**src/logic/core_settings.svh**
```systemverilog
// fixed for three rv32 ways; only add, sub, addi, beq and wfi decode as legal
`ifndef CORE_SETTINGS_SVH
`define CORE_SETTINGS_SVH

`define CORE_WAYS 3   // ways per bundle
`define CORE_XLEN 32
`define CORE_REGS 32

// major opcodes
`define OPC_OP     7'b0110011
`define OPC_OP_IMM 7'b0010011
`define OPC_BRANCH 7'b1100011
`define OPC_SYSTEM 7'b1110011

`define FUNCT3_ADD 3'b000
`define FUNCT3_BEQ 3'b000
`define FUNCT_SUB  30             // instruction bit that turns add into sub
`define WFI_WORD   32'h10500073
`define NOP_WORD   32'h00000013   // addi x0, x0, 0

`endif

```
**src/logic/core_pkg.sv**
```systemverilog
// per-way vectors keep way 0 in the low bits and widths follow core_settings.svh
`include "core_settings.svh"

package core_pkg;

	typedef logic [`CORE_XLEN-1:0] word_t;
	typedef logic [`CORE_XLEN-1:0] addr_t;
	typedef logic [$clog2(`CORE_REGS)-1:0] reg_idx_t;
	typedef logic [31:0] inst_t;

	// three instruction words as one fetch
	typedef logic [`CORE_WAYS*32-1:0] bundle_t;

	typedef logic [`CORE_WAYS-1:0] way_mask_t;     // one bit per way
	typedef logic [$clog2(`CORE_WAYS+1)-1:0] count_t;  // zero to three ways

	////////////////////////////////////////
	// enums

	typedef enum logic [1:0] {
		ALU_ADD,
		ALU_SUB,
		ALU_EQ     // compare for beq
	} alu_op_e;

	// sticky once set
	typedef enum logic [1:0] {
		NO_ERROR,
		HALTED_ON_WFI,
		ILLEGAL_INST
	} status_e;

endpackage

```
**src/logic/fetch_unit.sv**
```systemverilog
// bundle must come back in the same cycle as fetch_addr; fetch never stalls
`timescale 1ns/1ps
`include "core_settings.svh"

module fetch_unit (
	input  logic                  clock,
	input  logic                  reset,
	input  core_pkg::bundle_t     fetch_bundle,   // words at pc, pc+4, pc+8
	input  logic                  redirect,
	input  core_pkg::addr_t       redirect_pc,
	input  logic                  halted,
	output core_pkg::addr_t       fetch_addr,
	output core_pkg::bundle_t     fd_bundle,
	output core_pkg::addr_t [2:0] fd_pc,
	output core_pkg::way_mask_t   fd_valid
);
	import core_pkg::*;

	addr_t       pc;
	inst_t [2:0] word;
	way_mask_t   keep;
	count_t      kept;

	// destination of an alu instruction or zero when nothing is written
	function automatic reg_idx_t dest_of(inst_t inst);
		reg_idx_t rd;
		rd = '0;
		if (inst[6:0] == `OPC_OP || inst[6:0] == `OPC_OP_IMM)
			rd = inst[11:7];
		return rd;
	endfunction

	function automatic logic reads(inst_t inst, reg_idx_t idx);
		logic use_rs1;
		logic use_rs2;
		use_rs2 = inst[6:0] == `OPC_OP || inst[6:0] == `OPC_BRANCH;
		use_rs1 = use_rs2 || inst[6:0] == `OPC_OP_IMM;
		return idx != '0
			&& ((use_rs1 && inst[19:15] == idx) || (use_rs2 && inst[24:20] == idx));
	endfunction

	assign word       = fetch_bundle;
	assign fetch_addr = pc;

	// a way reading an older way's result waits for the next bundle
	always_comb begin
		keep[0] = 1'b1;
		keep[1] = !reads(word[1], dest_of(word[0]));
		keep[2] = keep[1] && !reads(word[2], dest_of(word[0]))
			&& !reads(word[2], dest_of(word[1]));
		kept = keep[2] ? 2'd3 : (keep[1] ? 2'd2 : 2'd1);
	end

	always_ff @(posedge clock) begin
		if (!reset) begin
			pc       <= '0;
			fd_valid <= '0;
		end else if (redirect) begin
			pc       <= redirect_pc;
			fd_valid <= '0;    // wrong path
		end else if (halted) begin
			fd_valid <= '0;    // pc stays put
		end else begin
			pc       <= pc + (addr_t'(kept) << 2);
			fd_valid <= keep;
		end
	end

	// dropped ways carry a nop
	always_ff @(posedge clock) begin
		for (int i = 0; i < 3; i++) begin
			fd_bundle[i*32 +: 32] <= keep[i] ? word[i] : `NOP_WORD;
			fd_pc[i]              <= pc + addr_t'(4 * i);
		end
	end

endmodule

```
**config.mk**
```make
export PLATFORM = sky130hd
export DESIGN_NAME = fetch_unit
export DESIGN_NICKNAME = d
export VERILOG_FILES = /design/src/logic/core_pkg.sv /design/src/logic/fetch_unit.sv
export VERILOG_INCLUDE_DIRS = /design/src /design/src/logic
export SDC_FILE = /design/constraint.sdc
export NUM_CORES = 1
export LEC_CHECK = 0
export BUFFER_PORTS_ARGS = -buffer_cell sky130_fd_sc_hd__buf_2
export CORE_UTILIZATION = 30
export DETAILED_ROUTE_END_ITERATION = 7
export GPL_TIMING_DRIVEN = 0
export PLACE_DENSITY_LB_ADDON = 0.25
export SYNTH_ARGS = -nofsm -noshare
export SYNTH_HDL_FRONTEND = slang
export SYNTH_SLANG_ARGS = --single-unit
```
**constraint.sdc**
```tcl
create_clock -name clock -period 8.8 [get_ports clock]
set_input_delay 0.44 -clock clock [delete_from_list [all_inputs] [get_ports clock]]
set_output_delay 0.44 -clock clock [all_outputs]
set_load 0.05 [all_outputs]
```
==> metrics.txt <==
chip width=165 um; die height=around 160 um; clk_lat worst skew=about 0.52 ns; Port Buffers=~360; largest net degree at the start of global routing=14; H-tree Lvls=1; setup violators final=0; peak supply drop=about 130 uV; status=completed; Post-Syn Area per Cell=around 10 um2; Setup WS pre-CTS=4.17 ns; final net count=approximately 1300; Pleak=between 5 and 6 nW; CTS tree=yes; DR iter-0 viols=320; FMAX=roughly 240 MHz; CTS root buffer=clkbuf_16; leading area contributor after synthesis=dfxtp_1; Reg clk slew, reported paths=0.06 ns; Post-synth ARST share=0%; synthesized flop and latch total=around 220; initial antenna violation count=5; Max Slew Vio Count=0; GRT Util Overall=roughly 17%; worst setup margin=between 4 and 5 ns; post-synth top area share=between 50% and 60%; core outline area=0.0261 mm2; CP Capture Type=flip-flop; RD Place Congestion=between 0.8 and 0.9; post-synthesis sequential area ratio=55.8%; clk_skew=between 0.01 and 0.015 ns; die area=~0.027 mm2; layout cells sized above 1=a little over a third; most common cell in the netlist=dfxtp_1; Cell variety after synth=56; WL/cell=~16 um; PwrDens=228 mW/mm2; Synth Cell Area=~0.008 mm2; HPWL after DPL=roughly 19000 um; global-route wire length before repair=between 30000 and 40000 um; startpoint types=primary input; Post-route DRC=0; period utilization=47.2%; Final Hold Violating Endpoints=0; Critical Path AT=~4.5 ns; top_reg_cell synth=dfxtp_1; routed via count=between 6000 and 7000; Slew HR=between 40% and 50%; Resize count post-CTS=0; Rows=59; IO Count=between 300 and 400; Clock Tree Buf Depth=3; Setup TNS Final=0 ns; Hold Crit Class=in -> reg; TritonCTS Buffers=25; Post-CTS Setup Bufs=0; Post-Synthesis Cells=approximately 800; DRT Pass-1 Iters=4; gr ovfl total=0; RSZ-0062 raised after global routing=false; CTS sink cnt=around 220; min Tclk post-route=approximately 4.2 ns; Hold-fix buffers, CTS=0; vias per cell=about 4.4; Synthesis Warnings=0; Max Cap Viol=0; number of global-route vias before repair=6412; Initial Utilization=30.5%; Filler Cells Inserted=approximately 2600; area grow syn2layout=37.2%; DRT Wirelength=24200 um; largest cells by area after synthesis=dfxtp_1 56%, xnor2_1 6.7%, and2_1 5.3%; critical path class=in -> reg; WP data required=about 9.2 ns; antenna-violating nets left=0; Synth Net Count=920; Post-synth EDFFs=0; commonest cells in the synthesized netlist=222 x dfxtp_1, 68 x and2_1, 68 x nand2_1; worst slew pin tran=0.853 ns; crit-path max FO=10
## layout by cell type (no fill, tap or decap), drive strengths merged, types with 17 or more instances in the layout
master  count
nand2      68
dfxtp     222
buf       369
xnor2      61
nand3      23
xor2       41
nor3       19
nor2       33
and2       68
nand4      17
clkbuf     81
o21ai      27
## cell type report
class	instances	area (um2)	area share [%]
Sequential cell	222	4440	40.7
Inverter	10	37.5	0.344
Buffer	61	278	2.54
Multi-Input combinational cell	490	3200	29.3
Clock buffer	34	689	6.31
Timing Repair Buffer	355	1780	16.3
Clock inverter	11	65.1	0.596
Tap cell	335	419	3.84
Antenna cell	4	10.0	0.0917
## flip-flops by register name (all words and copies together) (netlist names)
signal and count:
fetch_addr 32, fd_bundle 96, fd_valid 3, fd_pc 91
## worst max-delay path: stages
cell,delay [ns]
buf_2,0.10
nor4bb_1,0.30
buf_2,0.28
and2_1,0.24
a31oi_1,0.16
o32a_1,0.40
clkbuf_1,0.28
nand2_1,0.15
ha_1,0.18
inv_1,0.06
fa_1,0.42
and4bb_2,0.41
nand4_1,0.29
nor3_1,0.40
nand3_1,0.15
xor2_1,0.18
a21oi_1,0.08
## final timing paths
kind / from / to / slack (ns) / cells past startpoint
worst min-delay path: fetch_bundle[5] / fd_bundle[5] / 0.02 / 1
worst max-delay path: fetch_bundle[3] / fetch_addr[20] / 4.65 / 17
worst min register to register: fetch_addr[10] / fd_pc[10] / 0.37 / 0
worst max register to register: fetch_addr[2] / fetch_addr[20] / 5.84 / 9
## power breakdown
group,switching [W],internal (W)
Sequential,0.0000251,0.00107
Clock,0.000405,0.000548
Combinational,0.000334,0.000113
## per-stage QoR
step	utilization, %	hold WS [ns]	std cells	area, um2	total power (W)
4_1_cts	41.9	0.000228	1518	10900	0.00253
3_5_place_dp	39.0	0.361	1473	10200	0.00156
3_3_place_gp	39.0	0.358	1473	10200	0.00156
5_1_grt	41.9	0.00308	1519	10900	0.00260
6_report	41.9	0.0235	1522	10900	0.00249
2_1_floorplan	-	0.468	783	7960	0.00143
## logic make-up (layout without fill, tap and decap cells)
family / count (synthesis) / in the layout / synth area share, %
fa+ha+maj: 5 / 5 / 0.880
flops: 222 / 222 / 55.8
buf+inv: 71 / 471 / 3.96
mux: 3 / 3 / 0.377
other cells: 0 / 4 / 0
compound gates: 85 / 85 / 7.56
xor+xnor: 102 / 102 / 11.2
simple gates: 295 / 295 / 20.2
## routing by layer
layer,up-vias,GRT usage [%],share of wire (%)
li1,3375,-,-
met1,3085,20.6,41
met2,235,30.2,50
met3,35,4.45,7.7
met4,2,4.34,1.8
met5,-,0,0.050
No activity file was read; power rests on OpenSTA's default activity.
