[config.mk]
export PLATFORM = sky130hd
export DESIGN_NAME = execute_unit
export DESIGN_NICKNAME = d
export VERILOG_FILES = /design/src/logic/core_pkg.sv /design/src/logic/execute_unit.sv
export VERILOG_INCLUDE_DIRS = /design/src /design/src/logic
export SDC_FILE = /design/constraint.sdc
export NUM_CORES = 2
export LEC_CHECK = 0
export BUFFER_PORTS_ARGS = -buffer_cell sky130_fd_sc_hd__buf_2
export CORE_AREA = 2 2 278 280
export CTS_BUF_LIST = sky130_fd_sc_hd__clkbuf_8
export DETAILED_ROUTE_END_ITERATION = 6
export DIE_AREA = 0 0 280 282
export REMOVE_ABC_BUFFERS = 1
export SLEW_MARGIN = 30
export SYNTH_ARGS = -nofsm -noshare
export SYNTH_HDL_FRONTEND = slang
export SYNTH_SLANG_ARGS = --single-unit
export TNS_END_PERCENT = 10
[constraint.sdc]
create_clock -name clock -period 13.95 [get_ports clock]
set_input_delay 1.395 -clock clock [delete_from_list [all_inputs] [get_ports clock]]
set_output_delay 1.395 -clock clock [all_outputs]
set_load 0.05 [all_outputs]
[src/logic/core_settings.svh]
// fixed for three rv32 ways; only add, sub, addi, beq and wfi decode as legal
`ifndef CORE_SETTINGS_SVH
`define CORE_SETTINGS_SVH

`define CORE_WAYS 3   // ways per bundle
`define CORE_XLEN 32
`define CORE_REGS 32

// major opcodes
`define OPC_OP     7'b0110011
`define OPC_OP_IMM 7'b0010011
`define OPC_BRANCH 7'b1100011
`define OPC_SYSTEM 7'b1110011

`define FUNCT3_ADD 3'b000
`define FUNCT3_BEQ 3'b000
`define FUNCT_SUB  30             // instruction bit that turns add into sub
`define WFI_WORD   32'h10500073
`define NOP_WORD   32'h00000013   // addi x0, x0, 0

`endif

[src/logic/core_pkg.sv]
// per-way vectors keep way 0 in the low bits and widths follow core_settings.svh
`include "core_settings.svh"

package core_pkg;

	typedef logic [`CORE_XLEN-1:0] word_t;
	typedef logic [`CORE_XLEN-1:0] addr_t;
	typedef logic [$clog2(`CORE_REGS)-1:0] reg_idx_t;
	typedef logic [31:0] inst_t;

	// three instruction words as one fetch
	typedef logic [`CORE_WAYS*32-1:0] bundle_t;

	typedef logic [`CORE_WAYS-1:0] way_mask_t;     // one bit per way
	typedef logic [$clog2(`CORE_WAYS+1)-1:0] count_t;  // zero to three ways

	////////////////////////////////////////
	// enums

	typedef enum logic [1:0] {
		ALU_ADD,
		ALU_SUB,
		ALU_EQ     // compare for beq
	} alu_op_e;

	// sticky once set
	typedef enum logic [1:0] {
		NO_ERROR,
		HALTED_ON_WFI,
		ILLEGAL_INST
	} status_e;

endpackage

[src/logic/execute_unit.sv]
// forwarding reaches only the bundle in the commit register; older results come from decode
`timescale 1ns/1ps
`include "core_settings.svh"

module execute_unit (
	input  logic                     clock,
	input  logic                     reset,
	input  core_pkg::word_t [2:0]    de_rs1_val,
	input  core_pkg::word_t [2:0]    de_rs2_val,
	input  core_pkg::reg_idx_t [2:0] de_rs1_idx,
	input  core_pkg::reg_idx_t [2:0] de_rs2_idx,
	input  core_pkg::reg_idx_t [2:0] de_rd_idx,
	input  core_pkg::word_t [2:0]    de_imm,
	input  core_pkg::alu_op_e [2:0]  de_alu_op,
	input  core_pkg::way_mask_t      de_use_imm,
	input  core_pkg::way_mask_t      de_writes,
	input  core_pkg::way_mask_t      de_branch,
	input  core_pkg::way_mask_t      de_halt,
	input  core_pkg::way_mask_t      de_illegal,
	input  core_pkg::addr_t [2:0]    de_pc,
	input  core_pkg::way_mask_t      de_valid,
	output logic                     redirect,       // one-cycle pulse
	output core_pkg::addr_t          redirect_pc,
	output logic                     halted,
	output core_pkg::way_mask_t      commit_valid,
	output core_pkg::way_mask_t      commit_wr_en,
	output core_pkg::reg_idx_t [2:0] commit_wr_idx,
	output core_pkg::word_t [2:0]    commit_wr_data,
	output core_pkg::addr_t [2:0]    commit_pc,
	output core_pkg::count_t         completed_insts,
	output core_pkg::status_e        error_status
);
	import core_pkg::*;

	word_t [2:0] opa;
	word_t [2:0] opb;
	word_t [2:0] result;
	way_mask_t   taken;
	way_mask_t   stop;          // way ends the bundle
	way_mask_t   commit_next;
	addr_t       target;
	count_t      count_next;

	// newest committed value where the highest way wins
	function automatic word_t forward(reg_idx_t idx, word_t val);
		word_t v;
		v = val;
		for (int w = 0; w < `CORE_WAYS; w++)
			if (commit_wr_en[w] && commit_wr_idx[w] == idx)
				v = commit_wr_data[w];
		return v;
	endfunction

	////////////////////////////////////////
	// operands and alus
	always_comb begin
		for (int i = 0; i < `CORE_WAYS; i++) begin
			opa[i] = forward(de_rs1_idx[i], de_rs1_val[i]);
			opb[i] = de_use_imm[i] ? de_imm[i] : forward(de_rs2_idx[i], de_rs2_val[i]);
			case (de_alu_op[i])
				ALU_SUB: result[i] = opa[i] - opb[i];
				ALU_EQ:  result[i] = word_t'(opa[i] == opb[i]);
				default: result[i] = opa[i] + opb[i];
			endcase
			taken[i] = de_branch[i] && result[i][0];
			stop[i]  = de_valid[i] && (taken[i] || de_halt[i] || de_illegal[i]);
		end
	end

	// ways younger than a taken branch, wfi or illegal op are dropped
	always_comb begin
		commit_next[0] = de_valid[0];
		commit_next[1] = de_valid[1] && !stop[0];
		commit_next[2] = de_valid[2] && !stop[0] && !stop[1];
		if (redirect || halted)
			commit_next = '0;    // wrong path or core stopped
		target = '0;
		for (int i = `CORE_WAYS - 1; i >= 0; i--)
			if (commit_next[i] && taken[i])
				target = de_pc[i] + de_imm[i];
		count_next = '0;
		for (int i = 0; i < `CORE_WAYS; i++)
			count_next = count_next + count_t'(commit_next[i]);
	end

	////////////////////////////////////////
	// commit register
	always_ff @(posedge clock) begin
		if (!reset) begin
			commit_valid    <= '0;
			commit_wr_en    <= '0;
			completed_insts <= '0;
			redirect        <= 1'b0;
			halted          <= 1'b0;
			error_status    <= NO_ERROR;
		end else begin
			commit_valid    <= commit_next;
			commit_wr_en    <= commit_next & de_writes;
			completed_insts <= count_next;
			redirect        <= |(commit_next & taken);
			halted          <= halted || |(commit_next & (de_halt | de_illegal));
			if (|(commit_next & de_illegal))
				error_status <= ILLEGAL_INST;    // beats halt
			else if (|(commit_next & de_halt))
				error_status <= HALTED_ON_WFI;
		end
	end

	always_ff @(posedge clock) begin
		commit_wr_idx  <= de_rd_idx;
		commit_wr_data <= result;
		commit_pc      <= de_pc;
		redirect_pc    <= target;
	end

endmodule

==> results.py <==
metrics = {
    "run_status": {
        "outcome": "finished, final reports clean",
    },
    "worst_setup_path": {
        "arrival_ns": 7.87,
        "worst-setup-path-type": "input pin to register",
        "reg2reg_from": "commit_wr_idx[8]",
        "timing.rr.end": "commit_wr_data[60]",
        "crit_start": "de_rs2_idx[6]",
        "startpoint_type": "input pin",
        "crit_fanout": 34,
        "cp-end-kind": "register",
        "r2r_slack_ns": 6.79,
        "required_ns": 14.52,
        "r2r_cells": 20,
    },
    "timing": {
        "setup_viol": 0,
        "fmax_mhz": 137.0,
        "finalSetupTns_ns": 0,
        "rsz0062_at_grt": "no",
        "tightest_slew_ns": 1.014,
        "postLayoutSetupSlackWorst_ns": 6.649,
        "worst_clock_skew_ns": 0.06123,
        "timing.final.crit_share": 0.5233,
        "drv_slew": 0,
        "relSlewSlack": 0.3068,
        "fin_crit_ns": 7.301,
        "hold_viol_final": 0,
    },
    "yosys": {
        "syn-instance-count": 3858,
        "synth-adder-area-share": 0.1354,
        "netlist_area_mm2": 0.02800,
        "synth_top_cell_by_area": "dfxtp_1",
        "synth-xor-area-share": 0.05724,
        "yosysUniqueCellTypes": 88,
        "synth_compound_area_frac": 0.3296,
        "synth_top_family_by_area": "compound AO/OA/AOI/OAI gates",
        "async_flop_share": 0,
        "yosysWarnings": 0,
        "synth_edf_count": 0,
        "synth_mux_area_frac": 0.06948,
        "yosysSeqAreaShare": 0.1794,
        "syn_avg_cell_area_um2": 7.258,
        "synth_simple_gate_area_frac": 0.1649,
        "ys_ff_latch": 251,
        "synth_top_flop_cell": "dfxtp_1",
        "synth_top_area_share": 0.1794,
        "synthTopCellsByArea": "dfxtp_1, ha_1, a21oi_1",
    },
    "clocking": {
        "cts_max_path_buffers": 3,
        "cts_setup_buffers": 0,
        "postCtsHoldBufs": 0,
        "cts_tree": "done",
        "ctsResizeCount": 0,
        "numCtsBuffers": 54,
        "path_clk_slew_ns": 0.07,
        "h-tree-depth": 2,
        "clock_latency_ns": 0.71,
        "cts-root-buf": "clkbuf_8",
        "cts.sink_count": 251,
    },
    "global_routing": {
        "grt_max_degree": 66,
        "antenna_found_initial": 22,
        "grt_pass1_vias": 30450,
        "grtUsageTotal": 0.3420,
        "overflow": 0,
        "grt_pass1_wl_um": 203200,
    },
    "drt": {
        "first_iter_violations": 3086,
        "routedWlPerCell_um": 25.91,
        "drt-total-wl_um": 141900,
        "ant_nets": 0,
        "drc": 0,
        "via_per_inst": 5.949,
        "drtPass1Iterations": 5,
        "num_vias": 32600,
    },
    "die": {
        "ios": 706,
        "die_h_um": 282,
        "die_w_um": 280,
        "placementRows": 101,
        "die_area_mm2": 0.07896,
        "start_util": 0.3699,
        "core-area_mm2": 0.07570,
    },
    "layout": {
        "layout_common_cells": "buf_2, a21oi_1, o21ai_0",
        "fill_cells": 7967,
        "multi_input_area_mm2": 0.02126,
        "final_common_cell": "buf_2",
        "final_nets": 5191,
        "drive_gt1_frac": 0.2067,
        "seq_area_mm2": 0.005025,
        "area_growth_pct": 20.63,
    },
    "power_and_ir_drop": {
        "p_per_area_mw_per_mm2": 109.2,
        "power_uw": 3688,
        "leakage_uw": 0.01594,
        "ir_worst_vdd_v": 0.00009764,
    },
    "hold_path": {
        "min_from": "error_status[1]",
        "hold_path.class": "register to register",
        "hold_end": "error_status[1]",
        "min_delay_path_depth": 2,
    },
    "place": {
        "place_hpwl_um": 112300,
        "dp_slack_ns": 6.143,
        "portBuffers": 705,
        "routabilityCongestion": 0.9886,
    },
    "flow_run": {
        "drv_cap": 0,
    },
}
routing by layer:
metal | GRT usage | wire, um
met4 | 0.1496 | 6174
met5 | 0 | 37
met3 | 0.06861 | 12250
met1 | 0.4409 | 59200
met2 | 0.5519 | 64270
Yosys cell counts, types with 19 or more instances:
library cell    n
nand3_1        52
buf_1          19
nor3_1         46
a21o_1         81
and2_1         20
a211oi_1      134
nor2_1        348
nand4_1        19
a31oi_1        24
a22oi_1        21
nand2_1       349
or3_1          19
nor2b_1        26
o22ai_1        29
dfxtp_1       251
o211ai_1       24
o31ai_1        23
clkbuf_1      187
o21bai_1       72
ha_1          287
nand2b_1       32
buf_2          22
a21oi_1       429
o21ai_0       360
xnor2_1        91
and3_1         28
o21a_1         22
xor2_1         92
mux2i_1       191
o22a_1         20
inv_1         227
nor4_1         27
a221oi_1       52
worst max-delay path: stages:
cell,delay [ns]
buf_2,0.13
xnor2_1,0.12
nand3_1,0.13
nor2_1,0.07
nand2_2,0.56
buf_4,0.50
nor2_1,0.08
a211oi_1,0.23
a21oi_1,0.07
o21ai_0,0.56
fa_1,0.36
o21bai_1,0.10
a21oi_1,0.26
o21bai_1,0.15
a211oi_1,0.88
nor4_1,0.19
o31ai_1,0.78
o221ai_1,0.50
a21boi_0,0.38
o32ai_1,0.15
o22a_1,0.24
report_power, final:
group	internal (uW)	total (uW)	switching (uW)
combinational	513	1590	1080
sequential	810	1010	202
clock	664	1090	421
flip-flops by register name, indices dropped and copies added (netlist names), 2 cells and up:
name / cells
redirect_pc: 32
commit_wr_idx: 15
commit_pc: 96
commit_valid: 3
completed_insts: 2
commit_wr_en: 3
error_status: 2
commit_wr_data: 96
worst max path at each step:
stage	end	slack (ns)
after floorplan	redirect_pc[10]	6.63
after global placement	commit_wr_data[60]	6.31
after detailed placement	commit_wr_data[60]	6.14
after CTS	commit_wr_data[60]	6.87
after global routing	commit_wr_data[60]	6.30
final	commit_wr_data[60]	6.65
cell type report:
type / count / area share
timing repair buffer: 758 / 0.1175
sequential: 251 / 0.1487
multi-input combinational: 3145 / 0.6294
clock inverter: 41 / 0.01659
tap: 978 / 0.03622
clock buffer: 61 / 0.02485
antenna: 16 / 0.001185
inverter: 229 / 0.02545
metrics by stage:
stage / utilization / instance area, um^2 / std cells / hold WS (ns)
6_report: 0.4463 / 33780 / 5479 / 0.4700
3_5_place_dp: 0.4267 / 32300 / 5359 / 0.4616
2_1_floorplan: - / 27070 / 3625 / 0.6819
3_3_place_gp: 0.4264 / 32270 / 5358 / 0.4638
5_1_grt: 0.4461 / 33770 / 5475 / 0.4839
4_1_cts: 0.4452 / 33700 / 5461 / 0.4698
kinds of logic (layout without fill, tap and decap cells):
group | count (synthesis) | count (layout)
fa+ha+maj | 297 | 297
other cells | 0 | 16
mux | 194 | 194
xor+xnor | 183 | 183
simple gates | 1022 | 1022
compound gates | 1449 | 1449
buf+inv | 462 | 1089
flops | 251 | 251
(Power assumes the default switching activity.)
